**src/rtl/recovery_pkg.sv**
```systemverilog
package recovery_pkg;

  // Widths that carry a meaning on the recovery RX path
  typedef logic [7:0]  byte_t;
  typedef logic [15:0] cmd_len_t;
  typedef logic [7:0]  pec_t;

  // Count of frames rejected for a bad PEC, wraps
  typedef logic [7:0]  err_count_t;

  // SMBus CRC-8 polynomial x^8 + x^2 + x + 1
  localparam pec_t PecPoly = 8'h07;

  // Payload FIFO sizing
  localparam int unsigned QueueDepth      = 16;
  localparam int unsigned QueueCountWidth = 5;

  // Fill level, counts 0 up to QueueDepth
  typedef logic [QueueCountWidth-1:0] queue_count_t;

endpackage

```
**src/rtl/recovery_cmd_if.sv**
```systemverilog
`timescale 1ns/100ps

interface recovery_cmd_if;

  // Decoded command, held from valid until done
  logic                     valid;
  logic                     is_rd;
  recovery_pkg::byte_t      cmd;
  recovery_pkg::cmd_len_t   len;
  logic                     error;

  // Result consumed, receiver may go back to idle
  logic                     done;

  modport receiver (
    output valid, is_rd, cmd, len, error,
    input  done
  );

  modport handler (
    input  valid, is_rd, cmd, len, error,
    output done
  );

endinterface

```
**src/rtl/pec_crc8.sv**
```systemverilog
`timescale 1ns/100ps

module pec_crc8 (
  input  logic                clk_i,
  input  logic                rst_ni,
  input  logic                enable_i,
  input  logic                clear_i,
  input  recovery_pkg::byte_t data_i,
  output recovery_pkg::pec_t  crc_o
);

  recovery_pkg::pec_t crc_q;

  // One byte through the CRC-8, MSB first
  function automatic recovery_pkg::pec_t crc8_byte(recovery_pkg::pec_t crc,
                                                   recovery_pkg::byte_t data);
    recovery_pkg::pec_t c;
    c = crc ^ data;
    for (int i = 0; i < 8; i++) begin
      if (c[7]) begin
        c = (c << 1) ^ recovery_pkg::PecPoly;
      end else begin
        c = c << 1;
      end
    end
    return c;
  endfunction

  // Clear wins over a byte in the same cycle
  always_ff @(posedge clk_i) begin
    if (!rst_ni) begin
      crc_q <= '0;
    end else if (clear_i) begin
      crc_q <= '0;
    end else if (enable_i) begin
      crc_q <= crc8_byte(crc_q, data_i);
    end
  end

  assign crc_o = crc_q;

  // A new frame never starts on a byte handshake
  assert property (@(posedge clk_i) disable iff (!rst_ni) !(enable_i && clear_i));

endmodule

```
**src/rtl/recovery_receiver.sv**
```systemverilog
`timescale 1ns/100ps

module recovery_receiver (
  input  logic                clk_i,
  input  logic                rst_ni,
  input  logic                rx_valid_i,
  input  recovery_pkg::byte_t rx_data_i,
  output logic                byte_ready_o,
  output logic                route_to_queue_o,
  input  logic                queue_push_i,
  input  logic                bus_start_i,
  input  logic                bus_stop_i,
  input  recovery_pkg::pec_t  pec_i,
  output logic                pec_enable_o,
  recovery_cmd_if.receiver    cmd
);

  typedef enum logic [3:0] {
    StIdle,
    StCmd,
    StLenLo,
    StLenHi,
    StPayload,
    StPec,
    StReadReq,
    StReport,
    StBusy
  } state_e;

  state_e state_q, state_d;

  logic                   rx_flow;
  recovery_pkg::cmd_len_t count_q;
  recovery_pkg::byte_t    cmd_q;
  recovery_pkg::byte_t    len_lo_q;
  recovery_pkg::byte_t    len_hi_q;
  recovery_pkg::pec_t     pec_recv_q;
  recovery_pkg::pec_t     pec_calc_q;
  logic                   valid_q;
  logic                   is_rd_q;

  // Byte taken by the receiver itself (header or PEC)
  assign rx_flow = rx_valid_i && byte_ready_o;

  always_ff @(posedge clk_i) begin
    if (!rst_ni) begin
      state_q <= StIdle;
    end else begin
      state_q <= state_d;
    end
  end

  always_comb begin
    state_d = state_q;
    unique case (state_q)
      StIdle: begin
        if (bus_start_i) state_d = StCmd;
      end
      StCmd: begin
        if (rx_flow) state_d = StLenLo;
        else if (bus_stop_i) state_d = StIdle;
      end
      StLenLo: begin
        if (rx_flow) state_d = StLenHi;
        else if (bus_stop_i) state_d = StIdle;
      end
      StLenHi: begin
        // Zero length goes straight to the PEC byte
        if (rx_flow) state_d = ({rx_data_i, len_lo_q} == '0) ? StPec : StPayload;
        else if (bus_start_i) state_d = StReadReq;
        else if (bus_stop_i) state_d = StIdle;
      end
      StPayload: begin
        if (queue_push_i && count_q == 16'd1) state_d = StPec;
      end
      StPec: begin
        if (rx_flow) state_d = StReport;
        else if (bus_stop_i) state_d = StIdle;
      end
      StReadReq: state_d = StBusy;
      StReport:  state_d = StBusy;
      StBusy: begin
        if (cmd.done) state_d = StIdle;
      end
      default: state_d = StIdle;
    endcase
  end

  assign byte_ready_o = (state_q == StCmd) || (state_q == StLenLo) ||
                        (state_q == StLenHi) || (state_q == StPec);

  // Payload goes to the queue only while in the payload state
  always_ff @(posedge clk_i) begin
    if (!rst_ni) begin
      route_to_queue_o <= 1'b1;
    end else begin
      route_to_queue_o <= (state_d != StPayload);
    end
  end

  always_ff @(posedge clk_i) begin
    if (state_q == StLenHi && rx_flow) begin
      count_q <= {rx_data_i, len_lo_q};
    end else if (state_q == StPayload && queue_push_i) begin
      count_q <= count_q - 16'd1;
    end
  end

  // Header and PEC capture
  always_ff @(posedge clk_i) begin
    unique case (state_q)
      StCmd: if (rx_flow) cmd_q <= rx_data_i;
      StLenLo: begin
        if (rx_flow) begin
          len_lo_q   <= rx_data_i;
          // Running CRC over the command byte, kept for a read
          pec_calc_q <= pec_i;
        end
      end
      StLenHi: if (rx_flow) len_hi_q <= rx_data_i;
      StPec: begin
        if (rx_flow) begin
          pec_recv_q <= rx_data_i;
          pec_calc_q <= pec_i;
        end
      end
      StReadReq: begin
        // Byte after the command was the PEC of the read
        pec_recv_q <= len_lo_q;
        len_lo_q   <= '0;
        len_hi_q   <= '0;
      end
      default: ;
    endcase
  end

  assign pec_enable_o = route_to_queue_o ? rx_flow : queue_push_i;

  always_ff @(posedge clk_i) begin
    if (!rst_ni) begin
      valid_q <= 1'b0;
      is_rd_q <= 1'b0;
    end else begin
      valid_q <= (state_q == StReport) || (state_q == StReadReq);
      if (state_q == StReport || state_q == StReadReq) begin
        is_rd_q <= (state_q == StReadReq);
      end
    end
  end

  assign cmd.valid = valid_q;
  assign cmd.is_rd = is_rd_q;
  assign cmd.cmd   = cmd_q;
  assign cmd.len   = {len_hi_q, len_lo_q};
  assign cmd.error = (pec_calc_q != pec_recv_q);

  assert property (@(posedge clk_i) disable iff (!rst_ni) cmd.valid |=> !cmd.valid);

endmodule

```
**src/rtl/payload_queue.sv**
```systemverilog
`timescale 1ns/100ps

module payload_queue (
  input  logic                clk_i,
  input  logic                rst_ni,
  input  logic                route_to_queue_i,
  input  logic                rx_valid_i,
  input  recovery_pkg::byte_t rx_data_i,
  input  logic                rx_byte_ready_i,
  output logic                rx_ready_o,
  output logic                push_o,
  input  logic                flush_i,
  input  logic                pop_i,
  output logic                valid_o,
  output recovery_pkg::byte_t data_o
);

  localparam int unsigned PtrWidth = $clog2(recovery_pkg::QueueDepth);

  recovery_pkg::byte_t        mem_q [recovery_pkg::QueueDepth];
  logic [PtrWidth-1:0]        wr_ptr_q;
  logic [PtrWidth-1:0]        rd_ptr_q;
  recovery_pkg::queue_count_t count_q;
  logic                       full;
  logic                       pop;

  assign full = (count_q == recovery_pkg::queue_count_t'(recovery_pkg::QueueDepth));

  // Receiver owns the stream outside the payload
  assign rx_ready_o = route_to_queue_i ? rx_byte_ready_i : !full;
  assign push_o     = !route_to_queue_i && rx_valid_i && !full;
  assign pop        = pop_i && valid_o;

  always_ff @(posedge clk_i) begin
    if (push_o) begin
      mem_q[wr_ptr_q] <= rx_data_i;
    end
  end

  always_ff @(posedge clk_i) begin
    if (!rst_ni || flush_i) begin
      wr_ptr_q <= '0;
      rd_ptr_q <= '0;
      count_q  <= '0;
    end else begin
      if (push_o) wr_ptr_q <= wr_ptr_q + 1'b1;
      if (pop) rd_ptr_q <= rd_ptr_q + 1'b1;
      if (push_o && !pop) begin
        count_q <= count_q + 1'b1;
      end else if (pop && !push_o) begin
        count_q <= count_q - 1'b1;
      end
    end
  end

  // Head byte shows as soon as it is written
  assign valid_o = (count_q != '0);
  assign data_o  = mem_q[rd_ptr_q];

  // Fill level never runs past the depth
  assert property (@(posedge clk_i) disable iff (!rst_ni) count_q <= recovery_pkg::QueueDepth);
  assert property (@(posedge clk_i) disable iff (!rst_ni) pop_i |-> valid_o);

endmodule

```
**src/rtl/recovery_cmd_handler.sv**
```systemverilog
`timescale 1ns/100ps

module recovery_cmd_handler (
  input  logic                     clk_i,
  input  logic                     rst_ni,
  recovery_cmd_if.handler          cmd,
  output logic                     result_valid_o,
  output recovery_pkg::byte_t      result_cmd_o,
  output recovery_pkg::cmd_len_t   result_len_o,
  output logic                     result_is_rd_o,
  output logic                     result_error_o,
  input  logic                     result_ack_i,
  output recovery_pkg::err_count_t error_count_o,
  output logic                     flush_o
);

  logic                     ack;
  recovery_pkg::err_count_t err_count_q;

  assign ack = result_ack_i && result_valid_o;

  always_ff @(posedge clk_i) begin
    if (!rst_ni) begin
      result_valid_o <= 1'b0;
    end else if (cmd.valid) begin
      result_valid_o <= 1'b1;
    end else if (ack) begin
      result_valid_o <= 1'b0;
    end
  end

  // Result fields follow the command, held until the next one
  always_ff @(posedge clk_i) begin
    if (cmd.valid) begin
      result_cmd_o   <= cmd.cmd;
      result_len_o   <= cmd.len;
      result_is_rd_o <= cmd.is_rd;
      result_error_o <= cmd.error;
    end
  end

  // Release the receiver in the ack cycle
  assign cmd.done = ack;

  // A rejected frame drops whatever payload it queued
  assign flush_o = ack && result_error_o;

  always_ff @(posedge clk_i) begin
    if (!rst_ni) begin
      err_count_q <= '0;
    end else if (flush_o) begin
      err_count_q <= err_count_q + 1'b1;
    end
  end

  assign error_count_o = err_count_q;

  assert property (@(posedge clk_i) disable iff (!rst_ni) result_ack_i |-> result_valid_o);

endmodule

```
**src/rtl/recovery_rx_top.sv**
```systemverilog
`timescale 1ns/100ps

module recovery_rx_top (
  input  logic                     clk_i,
  input  logic                     rst_ni,
  input  logic                     rx_valid_i,
  output logic                     rx_ready_o,
  input  recovery_pkg::byte_t      rx_data_i,
  input  logic                     bus_start_i,
  input  logic                     bus_stop_i,
  output logic                     result_valid_o,
  output recovery_pkg::byte_t      result_cmd_o,
  output recovery_pkg::cmd_len_t   result_len_o,
  output logic                     result_is_rd_o,
  output logic                     result_error_o,
  input  logic                     result_ack_i,
  output recovery_pkg::err_count_t error_count_o,
  output logic                     payload_valid_o,
  output recovery_pkg::byte_t      payload_data_o,
  input  logic                     payload_pop_i
);

  logic               byte_ready;
  logic               route_to_queue;
  logic               queue_push;
  logic               pec_enable;
  recovery_pkg::pec_t pec_crc;
  logic               flush;

  recovery_cmd_if cmd_if ();

  recovery_receiver i_recovery_receiver (
    .clk_i            (clk_i),
    .rst_ni           (rst_ni),
    .rx_valid_i       (rx_valid_i),
    .rx_data_i        (rx_data_i),
    .byte_ready_o     (byte_ready),
    .route_to_queue_o (route_to_queue),
    .queue_push_i     (queue_push),
    .bus_start_i      (bus_start_i),
    .bus_stop_i       (bus_stop_i),
    .pec_i            (pec_crc),
    .pec_enable_o     (pec_enable),
    .cmd              (cmd_if.receiver)
  );

  // CRC restarts on every start, repeated ones included
  pec_crc8 i_pec_crc8 (
    .clk_i    (clk_i),
    .rst_ni   (rst_ni),
    .enable_i (pec_enable),
    .clear_i  (bus_start_i),
    .data_i   (rx_data_i),
    .crc_o    (pec_crc)
  );

  payload_queue i_payload_queue (
    .clk_i            (clk_i),
    .rst_ni           (rst_ni),
    .route_to_queue_i (route_to_queue),
    .rx_valid_i       (rx_valid_i),
    .rx_data_i        (rx_data_i),
    .rx_byte_ready_i  (byte_ready),
    .rx_ready_o       (rx_ready_o),
    .push_o           (queue_push),
    .flush_i          (flush),
    .pop_i            (payload_pop_i),
    .valid_o          (payload_valid_o),
    .data_o           (payload_data_o)
  );

  recovery_cmd_handler i_recovery_cmd_handler (
    .clk_i          (clk_i),
    .rst_ni         (rst_ni),
    .cmd            (cmd_if.handler),
    .result_valid_o (result_valid_o),
    .result_cmd_o   (result_cmd_o),
    .result_len_o   (result_len_o),
    .result_is_rd_o (result_is_rd_o),
    .result_error_o (result_error_o),
    .result_ack_i   (result_ack_i),
    .error_count_o  (error_count_o),
    .flush_o        (flush)
  );

endmodule

```
**config.mk**
```make
export PLATFORM = sky130hd
export DESIGN_NAME = recovery_rx_top
export DESIGN_NICKNAME = d
export VERILOG_FILES = /design/src/rtl/recovery_pkg.sv /design/src/rtl/recovery_cmd_if.sv /design/src/rtl/pec_crc8.sv /design/src/rtl/recovery_receiver.sv /design/src/rtl/payload_queue.sv /design/src/rtl/recovery_cmd_handler.sv /design/src/rtl/recovery_rx_top.sv
export SDC_FILE = /design/constraint.sdc
export NUM_CORES = 1
export LEC_CHECK = 0
export ABC_AREA = 1
export BUFFER_PORTS_ARGS = -buffer_cell sky130_fd_sc_hd__buf_2
export CAP_MARGIN = 30
export CORE_MARGIN = 1.5
export CORE_UTILIZATION = 25
export DETAILED_ROUTE_END_ITERATION = 10
export GPL_ROUTABILITY_DRIVEN = 0
export PLACE_DENSITY = 0.35
export SLEW_MARGIN = 5
export SYNTH_ARGS = -nofsm -noshare
export SYNTH_HDL_FRONTEND = slang
export SYNTH_SLANG_ARGS = --single-unit
```
**constraint.sdc**
```tcl
create_clock -name clk_i -period 6.5 [get_ports clk_i]
set_input_delay 1.3 -clock clk_i [delete_from_list [all_inputs] [get_ports clk_i]]
set_output_delay 1.3 -clock clk_i [all_outputs]
set_load 0.02 [all_outputs]
```
After elaboration in Yosys (flattened, before gate mapping) --
Memories as Yosys holds them, arrays and structs flattened. A register that Yosys moved wholly into a read port is not among the register bits. Index checks and enable logic that the tools add are counted.
Storage, ports and cells: bits of input ports 15, memories 1, register bits after elaboration 119, RAM bits 128, logic and storage cells 146
Memory list:
- i_payload_queue.mem_q | words 16, width 8, rd ports 1, clocked after memory_dff 1, wr ports 1, line payload_queue.sv:20 | recovery_pkg::byte_t mem_q [recovery_pkg::QueueDepth];
Operators by class: equality and inequality tests 15, reduce and logical (&&, ||, !) cells 38, muxes and demuxes 56, bitwise gates (word level) 10, add/sub/neg operators 6
Operators with widths (count):
- 2-to-1 mux 8 bit | 22
- one-hot mux 8 bit (2 select lines) | 3
- 2-to-1 mux 4 bit | 11
- 2-to-1 mux 16 bit | 2
- one-hot mux 4 bit (8 select lines) | 1
- 2-to-1 mux 3 bit | 8
- inverter 3 bit | 8
- == test 16 x 1 -> 1 bit (second input constant) | 1
- == test 4 x 3 -> 1 bit (second input constant) | 4
- logical NOT 16 bit | 1
- subtractor 16 x 1 -> 16 bit (second input constant) | 1
- nonzero test 2 bit | 6
- logical AND 1 bit | 11
- 2-to-1 mux 5 bit | 2
- AND reduction 2 bit | 5
- adder 4 x 1 -> 4 bit (second input constant) | 2
- adder 8 x 1 -> 8 bit (second input constant) | 1
- == test 4 x 2 -> 1 bit (second input constant) | 2
- != test 8 bit | 1
- bitwise XOR 8 bit | 1
- 2-to-1 mux 1 bit | 7
- != test 2 x 1 -> 1 bit (second input constant) | 3
- OR reduction 2 bit | 3
- adder 5 x 1 -> 5 bit (second input constant) | 1
- 10 further kinds | 18

Logic depth before layout (Yosys ltp) --
Gate-level depths: netlist of the first run.
word-level depth 41, depth in mapped cells 15, mapped depth without buffers 15

By module --
From an unflattened synthesis of the first run, not the netlist that was laid out.
Unflattened totals: cells, all modules 1185, area total of the unflattened synthesis 11421.0 um^2
By module, submodules not included:
- payload_queue | cells an instance 670, seq. area each 4184.0 um^2, area an instance 6522.5 um^2, times used 1
- recovery_receiver | cells an instance 302, seq. area each 1821.7 um^2, area an instance 2989.1 um^2, times used 1
- recovery_cmd_handler | cells an instance 84, seq. area each 960.9 um^2, area an instance 1196.1 um^2, times used 1
- pec_crc8 | cells an instance 129, seq. area each 160.2 um^2, area an instance 713.2 um^2, times used 1

Worst setup path before layout of the first run --
No wires, ideal clock.
kind reg2out, from register (tool-made name), to output port payload_data_o[4], setup slack 3.923 ns, buffers on the path 3, stages on the path, launching flop included 8, arrival 1.277 ns, cells stage by stage dfxtp_1 > buf_2 > buf_6 > buf_4 > mux2i_1 > o211ai_1 > o211ai_1 > nand2_1
RTL lines:
- to (decl) | line recovery_rx_top.sv:19 | output recovery_pkg::byte_t payload_data_o,

==> impl_metrics.yaml, run 1 <==
routing:
  route.vias.total: 6802
  viasPerCell: 4.36
  drt_iter0_drc: 317
  drt-pass1-iter-count: 4
  routed_wl_um: 27900
  routedLengthMet1_um: 13900
  top_layer: "met4"
  wl_met2_um: 12500
  wl_met3_um: 1070
  wl_per_cell_um: 17.8
  drcViolationCount: 0
  ant_nets: 0
global_route:
  grt_pass1_vias: 6965
  antenna_found_initial: 0
  grt_usage_pct: 12.9
  grt_pass1_wl_um: 42700
  grt_start_max_net_pins: 64
  grt_overflow_total: 0
power_and_ir_drop:
  powerDensity_mw_per_mm2: 335
  ir_worst_vdd_uv: 183
  p_leak_uw: 0.00452
die:
  rows: 75
  start_util_pct: 25.3
  die_w_um: 209
  dieHeight_um: 209
  coreArea_mm2: 0.0419
  num_io_pins: 60
  dieArea_mm2: 0.0437
setup_path:
  endpoint_kind: "output pin"
  r2r_cells: 15
  worstPathMaxFanout: 63
  path_delay_family: "flip-flops"
  cp.buffers_inverters: 2
  rrSetupSlack_ps: 3920
  cpMaxStageDelayCell: "dfxtp_4"
  max_stage_delay_ps: 860
  worstReg2RegStart: "i_payload_queue.count_q[0]"
  worst-setup-path-type: "reg -> out"
  r2r_end: "i_payload_queue.count_q[4]"
  worstPathCellList: "buf_4, a21oi_1, o21ai_0, o211ai_1, nand3_1, nand2_1, buf_2"
  start_kind: "flop"
  cp.arrival_ps: 2680
  critical_path_required_ps: 5200
clock_tree:
  cts_tree: "built"
  clk_pin_slew_ps: 60
  clk_path_buf_depth: 3
  post-cts-setup-buffers: 0
  post_cts_resized: 0
  cts_buffers: 30
  cts_num_sinks: 251
  clockRootBuffer: "clkbuf_16"
  cts_max_level: 1
  ctsHoldBuffers: 0
  clk_latency_ps: 550
sta:
  max_freq_mhz: 251
  final.period_utilization_pct: 61.2
  max_slew_margin_pct: 37.4
  setup_violations: 0
  period_minus_slack_ps: 3980
  rsz0062_at_grt: "false"
  tightest_slew_ps: 935
  slew_viol_final: 0
  skew_ps: 9.72
  setup_slack_ps: 2520
  finalHoldViolations: 0
  fin_tns_setup_ps: 0
finish:
  area_delta_synth_final_pct: 18.1
  stdcell_count: 1561
  fin_util_pct: 29.9
  post-route-cell-area_mm2: 0.0125
  drive_gt1_share_pct: 13.2
  n_antenna_cell: 0
  nets: 1027
place:
  placedCellCount: 1504
  portBuffers: 59
  hpwlAfterDp_um: 18800
  dp_slack_ps: 2940
  placed_area_mm2: 0.0115
run_status:
  status: "finished, final reports clean"
synthesis:
  avgSynthCellArea_um2: 11.5
  yosys.area_share.simple_pct: 11.1
  synth.yosys.seq_area_share_pct: 67.1
  syn_nets: 952
  synth_fa_ha_area_share_pct: 1.60
  ys_types: 40
  yosysWarningCount: 0
  synth.ff_latch_count: 251
  muxShareOfSynthArea_pct: 3.02
  synth.cell_area_mm2: 0.0106
  synthXorXnorAreaFrac_pct: 2.23
  synth_top_family_by_area: "simple AND/OR/NAND/NOR gates"
  synth_compound_area_share_pct: 9.65
  syn_inst: 924
hold_path:
  holdPathEnd: "i_recovery_cmd_handler.result_cmd_o[4]"
  hold_start: "i_recovery_receiver.cmd.cmd[4]"
  hold_path_depth: 0
  hold_path_class: "reg -> reg"
job:
  maxCapViolations: 0
-- registers in the layout (all words and copies together), names as in the netlist, 4 cells and up, named ones only --
name,count
i_payload_queue.mem_q,128
i_recovery_cmd_handler.result_len_o,16
i_recovery_receiver.count_q,16
i_pec_crc8.crc_o,8
i_recovery_cmd_handler.error_count_o,8
i_recovery_cmd_handler.result_cmd_o,8
i_recovery_receiver.cmd.cmd,8
i_recovery_receiver.len_hi_q,8
i_recovery_receiver.len_lo_q,8
i_recovery_receiver.pec_calc_q,8
i_recovery_receiver.pec_recv_q,8
i_payload_queue.count_q,5
i_payload_queue.rd_ptr_q,4
i_payload_queue.wr_ptr_q,4
i_recovery_receiver.state_q,4
-- final cells by class --
cell class / count / area (um2)
multi-input combinational: 531 / 2930
tap: 539 / 674
fill: 4313 / 29400
clock buffer: 34 / 787
inverter: 114 / 428
clock inverter: 21 / 206
timing repair buffer: 71 / 389
sequential: 251 / 7130
-- stage by stage --
| stage | total power, uW | hold WS (ps) |
|---|---|---|
| after floorplan | 2330 | 400 |
| after global placement | 2530 | 405 |
| after detailed placement | 2530 | 408 |
| after CTS | 4260 | 421 |
| after global routing | 4410 | 431 |
| final | 4200 | 418 |
-- worst max path at each step --
stage	start	end	slack, ps	depth (start not counted)
5_1_grt	flop	payload_data_o[7]	2300	7
2_1_floorplan	rx_valid_i	i_recovery_receiver.count_q[0]	3340	4
6_report	flop	payload_data_o[7]	2520	7
4_1_cts	flop	payload_data_o[7]	2450	7
3_5_place_dp	rx_valid_i	i_payload_queue.count_q[4]	2940	16
3_3_place_gp	rx_valid_i	i_payload_queue.count_q[4]	3000	16
-- cell usage in the layout (no fill, tap or decap), types with 6 or more instances in the layout --
cell type  synthesis  routed
a21oi_1           57      57
buf_2              7      59
buf_4              1      11
clkbuf_16          0      31
clkinv_1           1       7
clkinv_2           0       8
dfxtp_1           41      40
edfxtp_1         210     210
ha_1              12      12
inv_1            109     109
mux2i_1           32      32
nand2_1          128     128
nand3_1           31      31
nand4_1            9       9
nor2_1            84      84
nor3_1             8       8
o211ai_1          32      32
o21ai_0           73      72
o21bai_1           8       8
xnor2_1           21      21
xor2_1             6       6
-- power breakdown --
group | leakage (uW) | switching [uW] | total (uW) | internal (uW)
Combinational | 0.00182 | 415 | 655 | 240
Clock | 0.000488 | 679 | 1700 | 1020
Sequential | 0.00221 | 73.0 | 1840 | 1770
-- kinds of logic after synthesis --
group	Yosys count
xor+xnor	27
compound gates	181
flops	251
mux	32
fa+ha+maj	13
simple gates	278
buf+inv	142
-- routing by layer --
layer | global-route usage, % | vias up
met5 | 0 | -
met4 | 3.17 | 0
met3 | 2.01 | 26
met2 | 20.5 | 103
met1 | 18.3 | 3312
li1 | - | 3361
-- Yosys cell counts, drive strengths merged --
cell,number,share of area [%]
or2,3,0.18
o211ai,32,2.3
fa,1,0.19
edfxtp,210,59
inv,113,4.0
nor3,8,0.38
a211oi,1,0.071
xnor2,21,1.7
xor2,6,0.49
nand3,32,1.6
dfxtp,41,7.7
nor2,88,3.3
o21a,1,0.071
a21o,1,0.071
nand2,132,4.8
o21bai,8,0.57
a21oi,58,2.8
o21ai,77,3.7
mux2i,32,3.0
buf,13,0.79
clkinv,1,0.035
a31oi,3,0.18
nand4,9,0.53
and3,1,0.059
nor3b,3,0.21
nand3b,2,0.14
clkbuf,15,0.53
ha,12,1.4
(Power assumes the default switching activity.)
==> run 2, diff against run 1 <==
PLACE_DENSITY = 0.37   (was 0.35)
clock period = 3.4 ns   (was 6.5 ns; I/O delays follow)
==> run 2 against run 1 <==
  * Non-clock buffer count increased by 18
  * Highest routed layer unchanged
  * Critical path type unchanged
  * Hold slack worse by 26 ps
  * Clock power is 89% higher
  * Cell area rose by 1.0%
  * Worst setup slack got worse by 2300 ps
  * Clock-buffer cell count grew 1
  * Register-to-register slack got worse by 3100 ps
  * First-iteration DRC count up 28%
  * Via count increased by 0.26%
  * Total power rose by 91%
==> impl_metrics.yaml, run 2 (synthesized netlist as in run 1, its figures left out) <==
run_status:
  status: "finished, final reports clean"
sta:
  max_freq_mhz: 316
  period_minus_slack_ps: 3160
  rsz0062_at_grt: "false"
  final.period_utilization_pct: 93.0
  max_slew_margin_pct: 43.4
  fin_tns_setup_ps: 0
  finalHoldViolations: 0
  setup_violations: 0
  slew_viol_final: 0
  tightest_slew_ps: 846
  skew_ps: 10.7
finish:
  final_common_cell: "edfxtp_1"
  largest_reg_flops: 128
  area_delta_synth_final_pct: 19.3
  n_antenna_cell: 0
  post-route-cell-area_mm2: 0.0127
  layout_common_cells: "edfxtp_1, nand2_1, inv_1"
  top_register: "i_payload_queue.mem_q"
  reg_top3: "i_payload_queue.mem_q: 128 flops, i_recovery_cmd_handler.result_len_o: 16 flops, i_recovery_receiver.count_q: 16 flops"
  drive_gt1_share_pct: 14.5
  nets: 1045
setup_path:
  start_kind: "flop"
  endpoint_kind: "output pin"
  max_stage_delay_ps: 710
  r2r_cells: 14
  critical_path_required_ps: 2720
  rrSetupSlack_ps: 870
  worstPathMaxFanout: 42
  cpMaxStageDelayCell: "dfxtp_4"
  cp-endpoint: "payload_data_o[4]"
  worstReg2RegStart: "i_payload_queue.count_q[1]"
  worstPathCellList: "buf_4, a21oi_1, o21ai_0, o211ai_1, nand3_1, nand2_1, buf_2"
  worst-setup-path-type: "reg -> out"
  r2r_end: "i_payload_queue.count_q[4]"
  cp.arrival_ps: 2480
clock_tree:
  cts_num_sinks: 251
  post_cts_resized: 0
  cts_tree: "built"
  cts_max_level: 1
  clk_latency_ps: 560
  cts_buffers: 30
  clk_pin_slew_ps: 60
  post-cts-setup-buffers: 0
  clockRootBuffer: "clkbuf_16"
  clk_path_buf_depth: 3
  ctsHoldBuffers: 0
routing:
  drcViolationCount: 0
  routed_wl_um: 27400
  drt-pass1-iter-count: 4
  viasPerCell: 4.32
  wl_per_cell_um: 17.3
  ant_nets: 0
  route.vias.total: 6820
  drt_iter0_drc: 407
die:
  dieHeight_um: 209
  num_io_pins: 60
  start_util_pct: 25.3
  rows: 75
  coreArea_mm2: 0.0419
  die_w_um: 209
  dieArea_mm2: 0.0437
place:
  portBuffers: 59
  placed_area_mm2: 0.0117
  hpwlAfterDp_um: 18700
power_and_ir_drop:
  ir_worst_vdd_uv: 362
  powerDensity_mw_per_mm2: 633
  power_uw: 8020
  p_leak_uw: 0.00461
hold_path:
  hold_path_depth: 3
  hold_path_class: "in -> reg"
global_route:
  grt_start_max_net_pins: 43
  grt_pass1_wl_um: 42300
  grt_usage_pct: 12.7
  grt_overflow_total: 0
  grt_pass1_vias: 6839
  antenna_found_initial: 0
job:
  maxCapViolations: 0
==> run 2: layer usage <==
| metal | vias up | global-route usage [%] | wire (um) |
|---|---|---|---|
| met5 | - | 0 | 0 |
| met4 | 0 | 3.35 | 455 |
| met3 | 31 | 2.19 | 1130 |
| met2 | 96 | 19.8 | 12200 |
| met1 | 3292 | 18.2 | 13600 |
| li1 | 3401 | - | - |
==> run 2: where the power goes <==
group / internal [uW] / switching [uW]
clock network: 1920 / 1300
logic: 487 / 821
registers: 3380 / 118
total: 5780 / 2230
==> run 2: cell type report <==
type                    count  area, um2
clock buffers              35        769
clock inverters            21        220
fillers                  4260      29300
inverters                 114        428
multi-input cells         531       2930
flip-flops and latches    251       7130
well taps                 539        674
repair buffers             89        520
==> run 2: worst min-delay path by stage <==
stage                                          from                                 endpoint  slack (ps)
detailed placement   i_recovery_receiver.cmd.cmd[7]   i_recovery_cmd_handler.result_cmd_o[7]         410
CTS                                          rst_ni  i_recovery_cmd_handler.error_count_o[5]         360
finish                                       rst_ni  i_recovery_cmd_handler.error_count_o[5]         390
global placement    i_recovery_receiver.len_hi_q[4]  i_recovery_cmd_handler.result_len_o[12]         400
global route                                 rst_ni  i_recovery_cmd_handler.error_count_o[5]         390
floorplan            i_recovery_receiver.cmd.cmd[0]   i_recovery_cmd_handler.result_cmd_o[0]         400
==> run 2: metrics by stage <==
step	utilization (%)	hold WS (ps)	cells	setup WS, ps
final	30.2	392	1580	237
after global routing	30.2	389	1580	116
after CTS	30.2	359	1580	192
after detailed placement	27.8	409	1524	593
after global placement	27.8	405	1524	583
after floorplan	-	400	924	861
==> run 2: critical path: cells and delay by family, from the launching register on <==
kind                   cells  cell delay (ps)
AOI/OAI and AO/OA          3              450
buffers and inverters      2              460
DFF                        1              710
and+or+nand+nor            2              280
